$ cat config.mk
export PLATFORM = sky130hd
export DESIGN_NAME = csr_unit
export DESIGN_NICKNAME = d
export VERILOG_FILES = /design/src/hw/csr_pkg.sv /design/src/hw/csr_fcsr_file.sv /design/src/hw/csr_counters.sv /design/src/hw/csr_read_mux.sv /design/src/hw/csr_unit.sv
export SDC_FILE = /design/constraint.sdc
export NUM_CORES = 1
export LEC_CHECK = 0
export BUFFER_PORTS_ARGS = -buffer_cell sky130_fd_sc_hd__buf_2
export CAP_MARGIN = 20
export CORE_UTILIZATION = 54
export DETAILED_ROUTE_END_ITERATION = 10
export PLACE_DENSITY = 0.81
export RECOVER_POWER = 25
export SYNTH_ARGS = -nofsm -noshare
export SYNTH_HDL_FRONTEND = slang
export SYNTH_SLANG_ARGS = --single-unit
$ cat constraint.sdc
create_clock -name clk -period 2.93 [get_ports clk]
set_clock_uncertainty 0.1 [all_clocks]
set_input_delay 0.4395 -clock clk [delete_from_list [all_inputs] [get_ports clk]]
set_output_delay 0.4395 -clock clk [all_outputs]
set_load 0.01 [all_outputs]
$ cat src/hw/csr_pkg.sv
package csr_pkg;

    // Field widths
    localparam int FFLAGS_BITS   = 5;
    localparam int FRM_BITS      = 3;
    localparam int FCSR_BITS     = FRM_BITS + FFLAGS_BITS;
    localparam int CSR_ADDR_BITS = 12;
    localparam int PERF_CTR_BITS = 64;
    localparam int UUID_BITS     = 44;

    typedef logic [CSR_ADDR_BITS-1:0] csr_addr_t;
    typedef logic [31:0]              csr_data_t;
    typedef logic [FFLAGS_BITS-1:0]   fflags_t;
    typedef logic [FRM_BITS-1:0]      frm_t;
    typedef logic [PERF_CTR_BITS-1:0] perf_ctr_t;

    // Floating-point CSRs
    localparam csr_addr_t CSR_FFLAGS       = 12'h001;
    localparam csr_addr_t CSR_FRM          = 12'h002;
    localparam csr_addr_t CSR_FCSR         = 12'h003;

    // Machine CSRs, accepted and ignored except MISA
    localparam csr_addr_t CSR_SATP         = 12'h180;
    localparam csr_addr_t CSR_MSTATUS      = 12'h300;
    localparam csr_addr_t CSR_MISA         = 12'h301;
    localparam csr_addr_t CSR_MEDELEG      = 12'h302;
    localparam csr_addr_t CSR_MIDELEG      = 12'h303;
    localparam csr_addr_t CSR_MIE          = 12'h304;
    localparam csr_addr_t CSR_MTVEC        = 12'h305;
    localparam csr_addr_t CSR_MEPC         = 12'h341;
    localparam csr_addr_t CSR_PMPCFG0      = 12'h3A0;
    localparam csr_addr_t CSR_PMPADDR0     = 12'h3B0;
    localparam csr_addr_t CSR_MNSTATUS     = 12'h744;

    // Counters
    localparam csr_addr_t CSR_MCYCLE       = 12'hB00;
    localparam csr_addr_t CSR_MINSTRET     = 12'hB02;
    localparam csr_addr_t CSR_MCYCLE_H     = 12'hB80;
    localparam csr_addr_t CSR_MINSTRET_H   = 12'hB82;

    // Per-warp and per-core info
    localparam csr_addr_t CSR_WARP_ID      = 12'hCC1;
    localparam csr_addr_t CSR_CORE_ID      = 12'hCC2;
    localparam csr_addr_t CSR_CLUSTER_ID   = 12'hCC3;
    localparam csr_addr_t CSR_TMASK        = 12'hCC4;

    localparam csr_addr_t CSR_MVENDORID    = 12'hF11;
    localparam csr_addr_t CSR_MARCHID      = 12'hF12;
    localparam csr_addr_t CSR_MIMPID       = 12'hF13;

    localparam csr_addr_t CSR_NUM_THREADS  = 12'hFC0;
    localparam csr_addr_t CSR_NUM_WARPS    = 12'hFC1;
    localparam csr_addr_t CSR_NUM_CORES    = 12'hFC2;
    localparam csr_addr_t CSR_NUM_CLUSTERS = 12'hFC3;

    // Monitor windows, low and high halves
    localparam csr_addr_t CSR_MPM_BASE     = 12'hB00;
    localparam csr_addr_t CSR_MPM_BASE_H   = 12'hB80;
    localparam int        MPM_WINDOW       = 32;

    localparam csr_data_t VENDOR_ID        = 32'h0000_0056;
    localparam csr_data_t ARCH_ID          = 32'h0000_0001;
    localparam csr_data_t IMPL_ID          = 32'h0000_0100;
    // XLEN=32 plus I, M and F
    localparam csr_data_t MISA_VALUE       = 32'h4000_1120;

    // Index width for a count of items, never below one bit
    function automatic int idx_bits(input int count);
        if (count > 1) begin
            return $clog2(count);
        end
        return 1;
    endfunction

endpackage

$ cat src/hw/csr_fcsr_file.sv
`timescale 1ns/1ns

module csr_fcsr_file
    import csr_pkg::*;
#(
    parameter int NUM_WARPS  = 4,
    localparam int NW_BITS   = idx_bits(NUM_WARPS)
) (
    input  logic                 clk,
    input  logic                 reset,

    input  logic                 write_enable,
    input  logic [UUID_BITS-1:0] write_uuid,
    input  logic [NW_BITS-1:0]   write_wid,
    input  csr_addr_t            write_addr,
    input  csr_data_t            write_data,

    input  logic                 fpu_write_enable,
    input  logic [NW_BITS-1:0]   fpu_write_wid,
    input  fflags_t              fpu_write_fflags,
    input  logic [NW_BITS-1:0]   fpu_read_wid,
    output frm_t                 fpu_read_frm,

    input  logic [NW_BITS-1:0]   read_wid,
    output logic [FCSR_BITS-1:0] read_fcsr
);

    // Each entry is {frm, fflags}
    logic [NUM_WARPS-1:0][FCSR_BITS-1:0] fcsr;
    logic write_addr_valid;

    always_ff @(posedge clk) begin
        if (reset) begin
            fcsr <= '0;
        end else begin
            if (fpu_write_enable) begin
                fcsr[fpu_write_wid][FFLAGS_BITS-1:0] <=
                    fcsr[fpu_write_wid][FFLAGS_BITS-1:0] | fpu_write_fflags;
            end
            // Later assignment wins, so software overrides the FPU report
            if (write_enable) begin
                case (write_addr)
                    CSR_FFLAGS: begin
                        fcsr[write_wid][FFLAGS_BITS-1:0] <= write_data[FFLAGS_BITS-1:0];
                    end
                    CSR_FRM: begin
                        fcsr[write_wid][FCSR_BITS-1:FFLAGS_BITS] <= write_data[FRM_BITS-1:0];
                    end
                    CSR_FCSR: begin
                        fcsr[write_wid] <= write_data[FCSR_BITS-1:0];
                    end
                    default: ;
                endcase
            end
        end
    end

    always_comb begin
        case (write_addr)
            CSR_FFLAGS,
            CSR_FRM,
            CSR_FCSR,
            CSR_SATP,
            CSR_MSTATUS,
            CSR_MNSTATUS,
            CSR_MEDELEG,
            CSR_MIDELEG,
            CSR_MIE,
            CSR_MTVEC,
            CSR_MEPC,
            CSR_PMPCFG0,
            CSR_PMPADDR0: write_addr_valid = 1'b1;
            default:      write_addr_valid = 1'b0;
        endcase
    end

    assign fpu_read_frm = fcsr[fpu_read_wid][FCSR_BITS-1:FFLAGS_BITS];
    assign read_fcsr    = fcsr[read_wid];

    write_addr_check: assert property (
        @(posedge clk) disable iff (reset)
        write_enable |-> write_addr_valid
    ) else $error("%t: invalid CSR write address 0x%0h (#%0d)", $time, write_addr, write_uuid);

endmodule

$ cat src/hw/csr_counters.sv
`timescale 1ns/1ns

module csr_counters
    import csr_pkg::*;
(
    input  logic      clk,
    input  logic      reset,

    // One pulse per retired instruction
    input  logic      commit_valid,

    output perf_ctr_t cycles,
    output perf_ctr_t instret
);

    perf_ctr_t cycles_r;
    perf_ctr_t instret_r;

    // Free running from the first cycle out of reset
    always_ff @(posedge clk) begin
        if (reset) begin
            cycles_r <= '0;
        end else begin
            cycles_r <= cycles_r + perf_ctr_t'(1);
        end
    end

    always_ff @(posedge clk) begin
        if (reset) begin
            instret_r <= '0;
        end else if (commit_valid) begin
            instret_r <= instret_r + perf_ctr_t'(1);
        end
    end

    assign cycles  = cycles_r;
    assign instret = instret_r;

    // At most one retirement per cycle
    instret_bound: assert property (
        @(posedge clk) disable iff (reset)
        instret_r <= cycles_r
    ) else $error("%t: instret %0d ahead of cycles %0d", $time, instret_r, cycles_r);

endmodule

$ cat src/hw/csr_read_mux.sv
`timescale 1ns/1ns

module csr_read_mux
    import csr_pkg::*;
#(
    parameter int NUM_WARPS    = 4,
    parameter int NUM_THREADS  = 4,
    parameter int CORE_ID      = 5,
    parameter int NUM_CORES    = 2,
    parameter int NUM_CLUSTERS = 3,
    localparam int NW_BITS     = idx_bits(NUM_WARPS)
) (
    input  logic                   clk,

    input  logic                   read_enable,
    input  logic [UUID_BITS-1:0]   read_uuid,
    input  logic [NW_BITS-1:0]     read_wid,
    input  logic [NUM_THREADS-1:0] read_tmask,
    input  csr_addr_t              read_addr,

    // FCSR entry of the read warp, {frm, fflags}
    input  logic [FCSR_BITS-1:0]   read_fcsr,
    input  perf_ctr_t              cycles,
    input  perf_ctr_t              instret,

    output csr_data_t              read_data_ro,
    output csr_data_t              read_data_rw
);

    csr_data_t read_data_ro_r;
    csr_data_t read_data_rw_r;
    logic      read_addr_valid;
    logic      in_mpm_window;

    assign in_mpm_window =
        (read_addr >= CSR_MPM_BASE && read_addr < CSR_MPM_BASE + MPM_WINDOW) ||
        (read_addr >= CSR_MPM_BASE_H && read_addr < CSR_MPM_BASE_H + MPM_WINDOW);

    always_comb begin
        read_data_ro_r  = '0;
        read_data_rw_r  = '0;
        read_addr_valid = 1'b1;
        case (read_addr)
            CSR_MVENDORID:    read_data_ro_r = VENDOR_ID;
            CSR_MARCHID:      read_data_ro_r = ARCH_ID;
            CSR_MIMPID:       read_data_ro_r = IMPL_ID;
            CSR_MISA:         read_data_ro_r = MISA_VALUE;

            CSR_FFLAGS:       read_data_rw_r = 32'(read_fcsr[FFLAGS_BITS-1:0]);
            CSR_FRM:          read_data_rw_r = 32'(read_fcsr[FCSR_BITS-1:FFLAGS_BITS]);
            CSR_FCSR:         read_data_rw_r = 32'(read_fcsr);

            CSR_WARP_ID:      read_data_ro_r = 32'(read_wid);
            CSR_CORE_ID:      read_data_ro_r = 32'(CORE_ID % NUM_CORES);
            CSR_CLUSTER_ID:   read_data_ro_r = 32'(CORE_ID / NUM_CORES);
            CSR_TMASK:        read_data_ro_r = 32'(read_tmask);
            CSR_NUM_THREADS:  read_data_ro_r = 32'(NUM_THREADS);
            CSR_NUM_WARPS:    read_data_ro_r = 32'(NUM_WARPS);
            CSR_NUM_CORES:    read_data_ro_r = 32'(NUM_CORES);
            CSR_NUM_CLUSTERS: read_data_ro_r = 32'(NUM_CLUSTERS);

            CSR_MCYCLE:       read_data_ro_r = cycles[31:0];
            CSR_MCYCLE_H:     read_data_ro_r = cycles[PERF_CTR_BITS-1:32];
            CSR_MINSTRET:     read_data_ro_r = instret[31:0];
            CSR_MINSTRET_H:   read_data_ro_r = instret[PERF_CTR_BITS-1:32];

            // Machine state not modelled here
            CSR_SATP,
            CSR_MSTATUS,
            CSR_MNSTATUS,
            CSR_MEDELEG,
            CSR_MIDELEG,
            CSR_MIE,
            CSR_MTVEC,
            CSR_MEPC,
            CSR_PMPCFG0,
            CSR_PMPADDR0:     read_data_ro_r = '0;

            // Rest of the monitor windows, including reserved slots, reads zero
            default:          read_addr_valid = in_mpm_window;
        endcase
    end

    assign read_data_ro = read_data_ro_r;
    assign read_data_rw = read_data_rw_r;

    read_addr_check: assert property (
        @(posedge clk) read_enable |-> read_addr_valid
    ) else $error("%t: invalid CSR read address 0x%0h (#%0d)", $time, read_addr, read_uuid);

endmodule

$ cat src/hw/csr_unit.sv
`timescale 1ns/1ns

module csr_unit
    import csr_pkg::*;
#(
    parameter int NUM_WARPS    = 4,
    parameter int NUM_THREADS  = 4,
    parameter int CORE_ID      = 5,
    parameter int NUM_CORES    = 2,
    parameter int NUM_CLUSTERS = 3,
    localparam int NW_BITS     = idx_bits(NUM_WARPS)
) (
    input  logic                   clk,
    input  logic                   reset,

    input  logic                   read_enable,
    input  logic [UUID_BITS-1:0]   read_uuid,
    input  logic [NW_BITS-1:0]     read_wid,
    input  logic [NUM_THREADS-1:0] read_tmask,
    input  csr_addr_t              read_addr,
    output csr_data_t              read_data_ro,
    output csr_data_t              read_data_rw,

    input  logic                   write_enable,
    input  logic [UUID_BITS-1:0]   write_uuid,
    input  logic [NW_BITS-1:0]     write_wid,
    input  csr_addr_t              write_addr,
    input  csr_data_t              write_data,

    input  logic                   fpu_write_enable,
    input  logic [NW_BITS-1:0]     fpu_write_wid,
    input  fflags_t                fpu_write_fflags,
    input  logic [NW_BITS-1:0]     fpu_read_wid,
    output frm_t                   fpu_read_frm,

    input  logic                   commit_valid
);

    logic [FCSR_BITS-1:0] read_fcsr;
    perf_ctr_t            cycles;
    perf_ctr_t            instret;

    csr_fcsr_file #(
        .NUM_WARPS (NUM_WARPS)
    ) fcsr_file (
        .clk              (clk),
        .reset            (reset),
        .write_enable     (write_enable),
        .write_uuid       (write_uuid),
        .write_wid        (write_wid),
        .write_addr       (write_addr),
        .write_data       (write_data),
        .fpu_write_enable (fpu_write_enable),
        .fpu_write_wid    (fpu_write_wid),
        .fpu_write_fflags (fpu_write_fflags),
        .fpu_read_wid     (fpu_read_wid),
        .fpu_read_frm     (fpu_read_frm),
        .read_wid         (read_wid),
        .read_fcsr        (read_fcsr)
    );

    csr_counters counters (
        .clk          (clk),
        .reset        (reset),
        .commit_valid (commit_valid),
        .cycles       (cycles),
        .instret      (instret)
    );

    csr_read_mux #(
        .NUM_WARPS    (NUM_WARPS),
        .NUM_THREADS  (NUM_THREADS),
        .CORE_ID      (CORE_ID),
        .NUM_CORES    (NUM_CORES),
        .NUM_CLUSTERS (NUM_CLUSTERS)
    ) read_mux (
        .clk          (clk),
        .read_enable  (read_enable),
        .read_uuid    (read_uuid),
        .read_wid     (read_wid),
        .read_tmask   (read_tmask),
        .read_addr    (read_addr),
        .read_fcsr    (read_fcsr),
        .cycles       (cycles),
        .instret      (instret),
        .read_data_ro (read_data_ro),
        .read_data_rw (read_data_rw)
    );

endmodule

==> flow_summary.ini <==
[status]
status = complete, but fails checks
violations = max-capacitance violations, max-slew violations

[clock_network]
cts_buffers = 17
cts_sinks = 160
path_clk_slew_ps = 70
cts_max_level = 4
ctsHoldBuffers = 0
cts_setup_buffers = 0
clk_latency_ps = 440
clock_path_buffers = 2
cts_resized = 0
root_buffer = clkbuf_16
cts_tree = built

[yosys]
synth_edf_count = 0
ys_types = 55
yosysTopAreaCell = dfxtp_1
ys.flop_type = dfxtp_1
synth_seq_area_share_pct = 35.7
syn_area_um2 = 8960
syn_inst = 1137
synth_top_area_share_pct = 35.7
synth_area_leaders = dfxtp_1, nand4_1, nor2_1
yosysMostFrequentCell = dfxtp_1
avgSynthCellArea_um2 = 7.88
synth_common_cells = dfxtp_1, nor2_1, nand2_1
ys_warn_count = 0
async_flop_share_pct = 0
ys_seq_elements = 160

[placement]
gp_congestion = 0.941
post-place-ws_ps = 176
hpwl_um = 19100
placed_cell_area_um2 = 9750
io_buffers = 96

[detailed_routing]
drc = 0
wl_per_cell_um = 18.1
vias_per_cell = 6.41
dr_total_vias = 9383
dr.pass1.iters = 7
drtIter0Drc = 1149
wirelength_um = 26400
ant_nets = 0

[power]
vdd_drop_max_mv = 0.628
p_total_w = 0.00471
pwr_density_cell_nw_per_um2 = 456
leakagePower_nw = 3.57

[floorplanning]
ios = 234
die_h_um = 131
dieArea_um2 = 17100
fp.dieW_um = 131
core-area_um2 = 16100
start_util_pct = 55.8
rows = 46

[worst_setup_path]
required_ps = 2390
cp.arrival_ps = 2250
worst-setup-path-type = in -> out
crit_fanout = 6
reg2reg_setup_slack_ps = 180
cp-end-kind = output pin
start_kind = input pin

[layout]
drive_gt1_share_pct = 14.9
diodes = 0
fin_util_pct = 64.3
area_growth_pct = 15.2
fin_nets = 1403
fin_area_um2 = 10300

[flow_run]
drv_cap = 1

[sta]
min_period_ps = 2790
final-setup-viol-count = 0
setup_slack_ps = 136
maxClockFrequency_mhz = 358
grt_setup_unrepaired = false
hold_viol = 0
fin_crit_sh_pct = 95.4
fin_tns_setup_ps = 0
worst_pin_slew_ps = 2200
report.final.slew_viol_count = 51
slew_headroom_pct = -47.0

[global_routing]
overflow = 0
antenna_found_initial = 0
grt_pass1_wl_um = 41800
grtUsageTotal_pct = 31.4
grt_pass1_vias = 8336
grt_max_degree = 51

[hold_path]
hold_path.class = in -> reg
-- power by group --
part / total, W / switching [W] / internal [W]
logic: 0.000214 / 0.000137 / 0.0000768
registers: 0.00220 / 0.0000151 / 0.00219
clock network: 0.00229 / 0.00106 / 0.00123
-- critical path, cell delays in order --
cell      delay [ps]
buf_2            110
nor2_1           160
or4b_2           710
nor3_1           210
a21oi_1           50
o311ai_0         360
buf_2            210
-- state kept, by name, indices dropped and copies added, names as in the netlist --
| name | cells |
|---|---|
| counters.instret | 64 |
| counters.cycles | 64 |
| fcsr_file.fcsr | 32 |
-- cell families after synthesis --
family	synth area share (%)
flops	35.7
other cells	0.0418
simple gates	31.6
xor+xnor	6.64
mux	3.60
fa+ha+maj	0.279
compound gates	16.9
buf+inv	5.22
-- worst paths after layout --
kind                        from  cells after the start                   to
max                 read_addr[8]                      7      read_data_ro[1]
min                write_data[0]                      3   fcsr_file.fcsr[16]
max reg2reg  counters.cycles[19]                      5  counters.cycles[61]
min reg2reg   counters.cycles[0]                      1   counters.cycles[0]
-- per-stage QoR --
stage / hold WS, ps / cells
after global placement: 342 / 1431
after floorplan: 329 / 1160
after CTS: 206 / 1463
after detailed placement: 367 / 1431
final: 220 / 1463
after global routing: 233 / 1463
-- cell type report --
| type | count | area (um^2) |
|---|---|---|
| timing repair buffer | 127 | 747 |
| tap | 216 | 270 |
| inverter | 28 | 105 |
| multi-input combinational | 900 | 5390 |
| clock buffer | 17 | 425 |
| sequential | 160 | 3200 |
| clock inverter | 15 | 185 |
| fill | 1386 | 5730 |
-- per-layer routing --
| metal | wire (um) | share of wire (%) | up-vias | GRT usage, % |
|---|---|---|---|---|
| li1 | - | - | 4400 | - |
| met1 | 11000 | 41 | 4407 | 41.1 |
| met2 | 12300 | 47 | 491 | 51.1 |
| met3 | 2260 | 8.6 | 85 | 5.62 |
| met4 | 878 | 3.3 | 0 | 13.2 |
| met5 | 0 | 0 | - | 0 |
-- cell usage in the layout (no fill, tap or decap), types with 26 or more instances in the layout --
cell type  count
a21oi_1       81
a22oi_1       50
buf_2         95
dfxtp_1      160
inv_1         28
nand2_1       96
nand3_1       61
nand4_1       80
nor2_1       128
nor3_1        27
nor4_1        26
o21ai_0       54
or3_1         40
xor2_1        43
Note: power is estimated with default switching activity, not from simulation.
